===== config.mk =====
export PLATFORM = sky130hd
export DESIGN_NAME = gnss_src_top
export DESIGN_NICKNAME = d
export VERILOG_FILES = /design/src/common/gnss_src_pkg.sv /design/src/common/mem_wr_if.sv /design/src/hdl/gnss_src_top.sv /design/src/hdl/param_loader.sv /design/src/channel/msg_player.sv /design/src/channel/code_player.sv /design/src/hdl/host_write_port.sv
export VERILOG_INCLUDE_DIRS = /design/src /design/src/common
export SDC_FILE = /design/constraint.sdc
export NUM_CORES = 2
export LEC_CHECK = 0
export BUFFER_PORTS_ARGS = -buffer_cell sky130_fd_sc_hd__buf_2
export CORE_MARGIN = 2
export CORE_UTILIZATION = 65
export DETAILED_ROUTE_END_ITERATION = 7
export GPL_TIMING_DRIVEN = 1
export PLACE_DENSITY = 0.8
export SLEW_MARGIN = 0
export SYNTH_ARGS = -nofsm -noshare
export SYNTH_HDL_FRONTEND = slang
export SYNTH_SLANG_ARGS = --single-unit

===== constraint.sdc =====
create_clock -name clk -period 10.5 [get_ports clk]
set_clock_uncertainty 0.05 [all_clocks]
set_input_delay 0.525 -clock clk [delete_from_list [all_inputs] [get_ports clk]]
set_output_delay 0.525 -clock clk [all_outputs]
set_load 0.05 [all_outputs]

===== src/common/gnss_src_consts.svh =====
`ifndef GNSS_SRC_CONSTS_SVH
`define GNSS_SRC_CONSTS_SVH

// --------------------------------------------------
// Channel and sequence sizes
// --------------------------------------------------

// Number of active channels
`define NUM_CH 2

// Chips in one spreading code period
`define CODE_LEN 1023

// Message bits held per channel, played as a ring
`define MSG_BITS 64

`define EPOCHS_PER_BIT 20  // Code periods per message bit

// --------------------------------------------------
// Parameter register reset values
// --------------------------------------------------

`define CARRIER_FREQ_RST 32'd124607739  // Nominal carrier NCO word
`define CODE_FREQ_RST 32'd2746095       // Nominal chip rate NCO word

`endif

===== src/common/gnss_src_pkg.sv =====
`default_nettype none

package gnss_src_pkg;

    typedef logic [31:0] word_t;      // Host data and control word
    typedef logic [4:0]  wr_addr_t;   // Word address inside one target memory
    typedef logic [9:0]  chip_idx_t;  // Chip index inside a code period
    typedef logic [2:0]  ch_idx_t;    // Channel number

    // Memory that a host write lands in
    typedef enum logic [1:0] {
        TGT_CODE,
        TGT_MSG,
        TGT_CTRL
    } wr_target_e;

    // Word addresses inside one channel's control memory
    typedef enum logic [1:0] {
        CW_CARRIER_FREQ = 2'd0,
        CW_CODE_FREQ    = 2'd1,
        CW_CODE_PHASE   = 2'd2,
        CW_CODE_DELAY   = 2'd3
    } ctrl_word_e;

    // Control word fetch sequence, one word per state
    typedef enum logic [2:0] {
        FETCH_IDLE,
        FETCH_CARRIER,
        FETCH_FREQ,
        FETCH_PHASE,
        FETCH_DELAY,
        FETCH_DONE
    } fetch_state_e;

endpackage

`default_nettype wire


===== src/common/mem_wr_if.sv =====
`default_nettype none

// One accepted host write, broadcast to every memory in the design
interface mem_wr_if;
    import gnss_src_pkg::*;

    logic       en;       // One cycle per accepted write
    wr_target_e target;
    ch_idx_t    channel;
    wr_addr_t   addr;
    word_t      data;

    modport host (
        output en,
        output target,
        output channel,
        output addr,
        output data
    );

    // Each memory decodes target and channel on its own
    modport mem (
        input en,
        input target,
        input channel,
        input addr,
        input data
    );

endinterface

`default_nettype wire


===== src/hdl/gnss_src_top.sv =====
`default_nettype none

`include "gnss_src_consts.svh"

module gnss_src_top (
    input  logic                              clk,
    input  logic                              rst_n,
    input  logic                              wr_valid,
    output logic                              wr_ready,
    input  gnss_src_pkg::wr_target_e          wr_target,
    input  gnss_src_pkg::ch_idx_t             wr_channel,
    input  gnss_src_pkg::wr_addr_t            wr_addr,
    input  gnss_src_pkg::word_t               wr_data,
    input  logic                              param_strobe,
    input  logic                              chip_tick,
    output logic [`NUM_CH-1:0]                code_chip,
    output logic [`NUM_CH-1:0]                msg_bit,
    output gnss_src_pkg::word_t [`NUM_CH-1:0] carrier_freq,
    output gnss_src_pkg::word_t [`NUM_CH-1:0] code_freq,
    output gnss_src_pkg::word_t [`NUM_CH-1:0] code_phase
);
    import gnss_src_pkg::*;

    chip_idx_t [`NUM_CH-1:0] code_delay;
    logic      [`NUM_CH-1:0] epoch;  // Code period wrap, one per channel
    logic                    fetch_busy;

    mem_wr_if wr_bus ();

    host_write_port u_host_write_port (
        .clk        (clk),
        .rst_n      (rst_n),
        .wr_valid   (wr_valid),
        .wr_ready   (wr_ready),
        .wr_target  (wr_target),
        .wr_channel (wr_channel),
        .wr_addr    (wr_addr),
        .wr_data    (wr_data),
        .fetch_busy (fetch_busy),
        .wr         (wr_bus.host)
    );

    param_loader u_param_loader (
        .clk          (clk),
        .rst_n        (rst_n),
        .wr           (wr_bus.mem),
        .param_strobe (param_strobe),
        .fetch_busy   (fetch_busy),
        .carrier_freq (carrier_freq),
        .code_freq    (code_freq),
        .code_phase   (code_phase),
        .code_delay   (code_delay)
    );

    // --------------------------------------------------
    // Per-channel players
    // --------------------------------------------------

    for (genvar ch = 0; ch < `NUM_CH; ch++) begin : g_ch
        code_player #(.CHANNEL(ch)) u_code_player (
            .clk        (clk),
            .rst_n      (rst_n),
            .wr         (wr_bus.mem),
            .chip_tick  (chip_tick),
            .code_delay (code_delay[ch]),
            .code_chip  (code_chip[ch]),
            .epoch      (epoch[ch])
        );

        msg_player #(.CHANNEL(ch)) u_msg_player (
            .clk     (clk),
            .rst_n   (rst_n),
            .wr      (wr_bus.mem),
            .epoch   (epoch[ch]),
            .msg_bit (msg_bit[ch])
        );
    end

endmodule

`default_nettype wire


===== src/hdl/param_loader.sv =====
`default_nettype none

`include "gnss_src_consts.svh"

module param_loader (
    input  logic                                  clk,
    input  logic                                  rst_n,
    mem_wr_if.mem                                 wr,
    input  logic                                  param_strobe,
    output logic                                  fetch_busy,
    output gnss_src_pkg::word_t     [`NUM_CH-1:0] carrier_freq,
    output gnss_src_pkg::word_t     [`NUM_CH-1:0] code_freq,
    output gnss_src_pkg::word_t     [`NUM_CH-1:0] code_phase,
    output gnss_src_pkg::chip_idx_t [`NUM_CH-1:0] code_delay
);
    import gnss_src_pkg::*;

    word_t        ctrl_mem [`NUM_CH][4];  // Four control words per channel
    word_t        carrier_stage [`NUM_CH];
    word_t        freq_stage [`NUM_CH];
    word_t        phase_stage [`NUM_CH];
    chip_idx_t    delay_stage [`NUM_CH];
    fetch_state_e state;
    fetch_state_e state_nxt;
    ctrl_word_e   rd_sel;

    always_ff @(posedge clk) begin
        if (wr.en && (wr.target == TGT_CTRL)) begin
            for (int c = 0; c < `NUM_CH; c++) begin
                if (wr.channel == ch_idx_t'(c)) begin
                    ctrl_mem[c][wr.addr[1:0]] <= wr.data;
                end
            end
        end
    end

    // --------------------------------------------------
    // Fetch FSM
    // --------------------------------------------------

    always_comb begin
        case (state)
            FETCH_IDLE:    state_nxt = param_strobe ? FETCH_CARRIER : FETCH_IDLE;
            FETCH_CARRIER: state_nxt = FETCH_FREQ;
            FETCH_FREQ:    state_nxt = FETCH_PHASE;
            FETCH_PHASE:   state_nxt = FETCH_DELAY;
            FETCH_DELAY:   state_nxt = FETCH_DONE;
            default:       state_nxt = FETCH_IDLE;
        endcase
    end

    always_ff @(posedge clk or negedge rst_n) begin
        if (!rst_n) begin
            state <= FETCH_IDLE;
        end else begin
            state <= state_nxt;
        end
    end

    assign fetch_busy = (state != FETCH_IDLE);

    // Word address read in each fetch state
    always_comb begin
        case (state)
            FETCH_CARRIER: rd_sel = CW_CARRIER_FREQ;
            FETCH_FREQ:    rd_sel = CW_CODE_FREQ;
            FETCH_PHASE:   rd_sel = CW_CODE_PHASE;
            default:       rd_sel = CW_CODE_DELAY;
        endcase
    end

    always_ff @(posedge clk) begin
        for (int c = 0; c < `NUM_CH; c++) begin
            case (state)
                FETCH_CARRIER: carrier_stage[c] <= ctrl_mem[c][rd_sel];
                FETCH_FREQ:    freq_stage[c]    <= ctrl_mem[c][rd_sel];
                FETCH_PHASE:   phase_stage[c]   <= ctrl_mem[c][rd_sel];
                FETCH_DELAY:   delay_stage[c]   <= ctrl_mem[c][rd_sel][9:0];
                default: ;
            endcase
        end
    end

    // --------------------------------------------------
    // Parameter registers
    // --------------------------------------------------

    // All channels switch to the new words on the same edge
    always_ff @(posedge clk or negedge rst_n) begin
        if (!rst_n) begin
            for (int c = 0; c < `NUM_CH; c++) begin
                carrier_freq[c] <= `CARRIER_FREQ_RST;
                code_freq[c]    <= `CODE_FREQ_RST;
                code_phase[c]   <= '0;
                code_delay[c]   <= '0;
            end
        end else if (state == FETCH_DONE) begin
            for (int c = 0; c < `NUM_CH; c++) begin
                carrier_freq[c] <= carrier_stage[c];
                code_freq[c]    <= freq_stage[c];
                code_phase[c]   <= phase_stage[c];
                code_delay[c]   <= delay_stage[c];
            end
        end
    end

    // The write port must hold control writes back while the FSM owns the memory
    a_no_ctrl_write_in_fetch : assert property (
        @(posedge clk) disable iff (!rst_n)
        (wr.en && (wr.target == TGT_CTRL)) |-> !fetch_busy
    );

endmodule

`default_nettype wire


===== src/channel/msg_player.sv =====
`default_nettype none

`include "gnss_src_consts.svh"

module msg_player #(
    parameter int CHANNEL = 0
) (
    input  logic  clk,
    input  logic  rst_n,
    mem_wr_if.mem wr,
    input  logic  epoch,
    output logic  msg_bit
);
    import gnss_src_pkg::*;

    localparam int EPOCH_W = $clog2(`EPOCHS_PER_BIT);
    localparam int PTR_W   = $clog2(`MSG_BITS);

    logic [`MSG_BITS-1:0] msg_bits;   // Word 0 in the low half
    logic [EPOCH_W-1:0]   epoch_cnt;  // Code periods spent on the current bit
    logic [PTR_W-1:0]     bit_ptr;
    logic                 msg_wr;

    assign msg_wr = wr.en && (wr.target == TGT_MSG) && (wr.channel == ch_idx_t'(CHANNEL));

    always_ff @(posedge clk or negedge rst_n) begin
        if (!rst_n) begin
            msg_bits <= '0;
        end else if (msg_wr) begin
            msg_bits[{wr.addr[0], 5'd0} +: 32] <= wr.data;
        end
    end

    // --------------------------------------------------
    // Bit sequencer
    // --------------------------------------------------

    always_ff @(posedge clk or negedge rst_n) begin
        if (!rst_n) begin
            epoch_cnt <= '0;
            bit_ptr   <= '0;
        end else if (epoch) begin
            if (epoch_cnt == EPOCH_W'(`EPOCHS_PER_BIT - 1)) begin
                epoch_cnt <= '0;
                // Plain ring over the whole message
                if (bit_ptr == PTR_W'(`MSG_BITS - 1)) begin
                    bit_ptr <= '0;
                end else begin
                    bit_ptr <= bit_ptr + 1'b1;
                end
            end else begin
                epoch_cnt <= epoch_cnt + 1'b1;
            end
        end
    end

    assign msg_bit = msg_bits[bit_ptr];  // Changes with the first chip of a new bit

endmodule

`default_nettype wire


===== src/channel/code_player.sv =====
`default_nettype none

`include "gnss_src_consts.svh"

module code_player #(
    parameter int CHANNEL = 0
) (
    input  logic                    clk,
    input  logic                    rst_n,
    mem_wr_if.mem                   wr,
    input  logic                    chip_tick,
    input  gnss_src_pkg::chip_idx_t code_delay,
    output logic                    code_chip,
    output logic                    epoch
);
    import gnss_src_pkg::*;

    localparam chip_idx_t LAST_CHIP = chip_idx_t'(`CODE_LEN - 1);

    word_t     code_mem [32];  // Chips LSB-first, word 0 holds chips 0..31
    chip_idx_t chip_cnt;       // Undelayed index of the next chip to play
    chip_idx_t rd_idx;         // Delayed index actually read
    logic      code_wr;

    assign code_wr = wr.en && (wr.target == TGT_CODE) && (wr.channel == ch_idx_t'(CHANNEL));

    always_ff @(posedge clk) begin
        if (code_wr) begin
            code_mem[wr.addr] <= wr.data;
        end
    end

    // --------------------------------------------------
    // Chip counter and delayed readout
    // --------------------------------------------------

    // Subtract the delay modulo CODE_LEN
    always_comb begin
        if (chip_cnt >= code_delay) begin
            rd_idx = chip_cnt - code_delay;
        end else begin
            rd_idx = chip_cnt + (chip_idx_t'(`CODE_LEN) - code_delay);
        end
    end

    always_ff @(posedge clk or negedge rst_n) begin
        if (!rst_n) begin
            chip_cnt  <= '0;
            code_chip <= 1'b0;
            epoch     <= 1'b0;
        end else begin
            epoch <= chip_tick && (rd_idx == LAST_CHIP);  // Last chip of a period goes out
            if (chip_tick) begin
                code_chip <= code_mem[rd_idx[9:5]][rd_idx[4:0]];
                if (chip_cnt == LAST_CHIP) begin
                    chip_cnt <= '0;
                end else begin
                    chip_cnt <= chip_cnt + 1'b1;
                end
            end
        end
    end

    // A delay of CODE_LEN or more would read past the end of the code
    a_delay_in_range : assert property (
        @(posedge clk) disable iff (!rst_n)
        code_delay < chip_idx_t'(`CODE_LEN)
    );

endmodule

`default_nettype wire


===== src/hdl/host_write_port.sv =====
`default_nettype none

`include "gnss_src_consts.svh"

module host_write_port (
    input  logic                     clk,
    input  logic                     rst_n,
    input  logic                     wr_valid,
    output logic                     wr_ready,
    input  gnss_src_pkg::wr_target_e wr_target,
    input  gnss_src_pkg::ch_idx_t    wr_channel,
    input  gnss_src_pkg::wr_addr_t   wr_addr,
    input  gnss_src_pkg::word_t      wr_data,
    input  logic                     fetch_busy,
    mem_wr_if.host                   wr
);

    logic accept;

    // The control memory has one port, so writes wait out a fetch
    assign wr_ready = ~fetch_busy;
    assign accept   = wr_valid & wr_ready;

    // --------------------------------------------------
    // Write strobe and payload register
    // --------------------------------------------------

    always_ff @(posedge clk or negedge rst_n) begin
        if (!rst_n) begin
            wr.en <= 1'b0;
        end else begin
            wr.en <= accept;  // High for exactly one cycle per accepted write
        end
    end

    always_ff @(posedge clk) begin
        if (accept) begin
            wr.target  <= wr_target;
            wr.channel <= wr_channel;
            wr.addr    <= wr_addr;
            wr.data    <= wr_data;
        end
    end

    // Writes to channels that do not exist would be dropped by every memory
    a_channel_in_range : assert property (
        @(posedge clk) disable iff (!rst_n)
        accept |-> (wr_channel < `NUM_CH)
    );

endmodule

`default_nettype wire


==> key figures <==
Worst setup path
  – CP top delay family: compound AO/OA/AOI/OAI gates
  – Most common cell on crit path: a211o_1
  – Stages on worst setup path: 18
  – Critical path's slowest cell: a311oi_2
  – Worst setup SP type: register
  – CP endpoint: g_ch[1].u_code_player.code_chip
  – Crit path buf inv count: 3
  – Worst Setup End Kind: register
  – CP peak stage delay: 0.88 ns
  – Setup CP Type: reg2reg
  – Crit-path max FO: 70
  – CP Data Required Time: 11.32 ns
  – Reg2Reg Launch Point: g_ch[1].u_code_player.chip_cnt[0]
  – WP data arrival: 7.82 ns
  – CP startpoint: g_ch[1].u_code_player.chip_cnt[0]
  – Worst reg-to-reg path cell count: 18
  – Worst reg2reg path endpoint: g_ch[1].u_code_player.code_chip
  – Critical-path cell list: inv_1 -> ha_1 -> inv_1 -> fa_1 -> a21o_1 -> a211o_1 -> a211o_1 -> mux2_4 -> a311oi_2 -> or2_4 -> buf_4 -> mux4_2 -> a22oi_1 -> o22ai_1 -> a211o_1 -> o311a_1 -> o2111ai_1 -> o221a_1
  – Flop-to-flop setup slack: 3.50 ns

Finish
  – Layout fillers: 9754
  – Most frequent cells in the layout: 2558 x edfxtp_1, 1166 x nand2_1, 354 x mux2_2
  – Layout Nets: 7417
  – Area delta synth->final: 11.89%
  – Multi-input gate area in the final layout: 0.02741 mm2
  – Storage cell area: 0.08666 mm2
  – Layout cells sized above 1: 21.57%
  – Most common cell after layout, fill and taps aside: edfxtp_1

CTS
  – Setup Buffers After CTS: 0
  – Clk root buf: clkbuf_16
  – CTS Hold Bufs: 44
  – Clk slew on worst S/H paths: 0.07 ns
  – CTS tree: done
  – Skew-Pair Late Insertion Delay: 0.97 ns
  – CTS H-tree lvls: 5
  – Clock sink count: 2948
  – Post-cts repair resize count: 0
  – CTS buffer count: 297
  – Clock buffer depth: 4

Run
  – Max cap viols: 0

GRT
  – Total gr overflow: 0
  – Vias in the first global route: 68140
  – Initial antenna violation count: 14
  – All-layer global routing usage: 34.52%
  – Global-route wire length before repair: 451700 um
  – Largest net degree at the start of global routing: 170

Route
  – Final WL: 310700 um
  – # DRC: 0
  – 1st-pass router iterations: 7
  – Initial DRC Count: 11490
  – Via Count: 68300
  – Vias per cell: 6.912
  – Routed len/inst: 31.44 um
  – Antenna violation net count after detailed routing: 0

STA
  – Crit share post-route: 66.65%
  – Setup TNS Final: 0 ns
  – Tmin final: 6.998 ns
  – Worst Max-Slew Pin Slew: 1.336 ns
  – Slew HR: 10.96%
  – Fmax: 142.9 MHz
  – Final Setup Violations: 0
  – Final Hold Fails: 0
  – Final slew viol count: 0
  – Setup repair after global routing missed its margin: no

Logic synthesis
  – Synthesized Nets: 7044
  – Number of flops mapped to enable cells by yosys: 2558
  – Number of register bits inferred by synthesis: 2948
  – Yosys cell types: 97
  – Post-synthesis sequential area ratio: 75.03%
  – Average cell area after synthesis: 16.59 um2
  – Cells after synthesis: 6963
  – Synth Flop Type: edfxtp_1
  – Synth warn: 0
  – Syn Std Cell Area: 0.1155 mm2
  – Async set or reset register ratio after synthesis: 13.23%

Run status
  – Status: finished, final reports clean

Placement
  – Port Buf Inserts: 243
  – DP HPWL: 164700 um
  – Gpl congestion: 0.9301

Floorplanning
  – Die Area: 0.1811 mm2
  – DIE WIDTH: 425.5 um
  – Ports: 244
  – Core ar.: 0.1763 mm2
  – Initial Util: 65.51%
  – FP Rows: 154
  – Die height: 425.5 um

Min path
  – Hold/Removal Path Class: in2reg
## worst min-delay path, stage by stage
cell and delay (ns):
buf_2 0.09, buf_4 0.27, a21oi_1 0.18
## flip-flops by register name, summed over array words and instances (netlist names), 3 cells and up
register / count
u_param_loader.code_phase: 64
g_ch.u_msg_player.bit_ptr: 12
g_ch.u_msg_player.msg_bits: 128
u_param_loader.ctrl_mem: 256
u_param_loader.state: 3
u_host_write_port.wr.addr: 5
u_param_loader.code_freq: 64
u_param_loader.carrier_stage: 64
g_ch.u_code_player.code_mem: 2048
u_param_loader.carrier_freq: 64
u_host_write_port.wr.channel: 3
u_param_loader.code_delay: 20
g_ch.u_msg_player.epoch_cnt: 10
g_ch.u_code_player.chip_cnt: 20
u_param_loader.phase_stage: 64
u_param_loader.delay_stage: 20
u_host_write_port.wr.data: 32
u_param_loader.freq_stage: 64
## worst min path at each step
| stage | end | startpoint | depth (start not counted) |
|---|---|---|---|
| final | g_ch[0].u_code_player.chip_cnt[5] | chip_tick | 3 |
| after global routing | g_ch[0].u_code_player.chip_cnt[9] | chip_tick | 3 |
| after CTS | g_ch[0].u_code_player.chip_cnt[9] | chip_tick | 3 |
| after detailed placement | u_param_loader.carrier_freq[2] | u_param_loader.carrier_stage[0][2] | 1 |
| after global placement | u_param_loader.code_phase[20] | u_param_loader.phase_stage[0][20] | 1 |
| after floorplan | g_ch[0].u_code_player.chip_cnt[0] | rst_n | 0 |
## cell usage after synthesis (all sizes together) (7+ instances only)
cell type | instances | area, um2
a32o | 8 | 80.08
a21oi | 149 | 745.7
o211ai | 33 | 252.7
nand2 | 1167 | 4383
a31o | 7 | 61.31
o311ai | 9 | 86.34
and3 | 108 | 685.7
dfrtp | 322 | 8058
buf | 242 | 1484
nand2b | 11 | 68.82
ha | 30 | 375.4
a311oi | 127 | 1119
a41oi | 7 | 68.82
o22ai | 37 | 231.5
dfstp | 68 | 1787
edfxtp | 2558 | 76810
o21ai | 95 | 475.5
xor2 | 11 | 96.34
clkbuf | 153 | 580.6
mux4 | 275 | 6193
nor4 | 16 | 100.1
nor2b | 8 | 50.05
mux2i | 179 | 1792
a32oi | 35 | 306.5
a211o | 9 | 78.83
o31ai | 21 | 162.6
xnor2 | 23 | 209.0
a221oi | 12 | 105.1
mux2 | 355 | 4001
a221o | 30 | 300.3
and2 | 8 | 50.05
a31oi | 35 | 219.0
a22oi | 32 | 240.2
a21o | 17 | 127.6
and4 | 8 | 70.07
nor3 | 50 | 255.3
nor2 | 172 | 648.1
inv | 48 | 180.2
or3 | 9 | 56.30
nand4 | 31 | 193.9
a211oi | 21 | 162.6
nand3 | 329 | 1652
## layout make-up
class	instances	area share [%]
Timing Repair Buffer	469	2.424
Clock buffer	395	6.277
Clock inverter	102	0.6099
Inverter	50	0.1452
Tap cell	2340	2.266
Sequential cell	2948	67.06
Multi-Input combinational cell	3570	21.21
Antenna cell	7	0.01355
## cells by family after synthesis
family	count (synthesis)	share of synthesized area [%]
mux	809	10.38
xor+xnor	34	0.2643
simple gates	1944	7.292
compound gates	749	4.696
buf+inv	445	1.950
fa+ha+maj	34	0.3943
flops	2948	75.03
## metal layers
layer / global-route usage, % / vias up / part of all wire, %
met4: 16.01 / 6 / 5.4
met5: 0 / - / 0.012
met3: 8.241 / 996 / 13
met1: 47.17 / 34270 / 35
li1: - / 27710 / -
met2: 53.43 / 5327 / 46
## stage by stage
stage | hold WS, ns | setup slack, ns | instance area (um2) | instances | utilization (%)
floorplan | 0.1794 | 3.917 | 115500 | 6963 | -
global placement | 0.4067 | 3.829 | 119900 | 9333 | 67.99
detailed placement | 0.4127 | 3.680 | 119900 | 9333 | 67.99
CTS | 0.06386 | 3.668 | 129200 | 9874 | 73.29
global route | 0.1137 | 3.240 | 129200 | 9875 | 73.29
finish | 0.1331 | 3.502 | 129200 | 9881 | 73.30
Power is left out: the tool's default activity adds up to more than one toggle a clock period on the data nets, which glitch-free logic cannot reach.
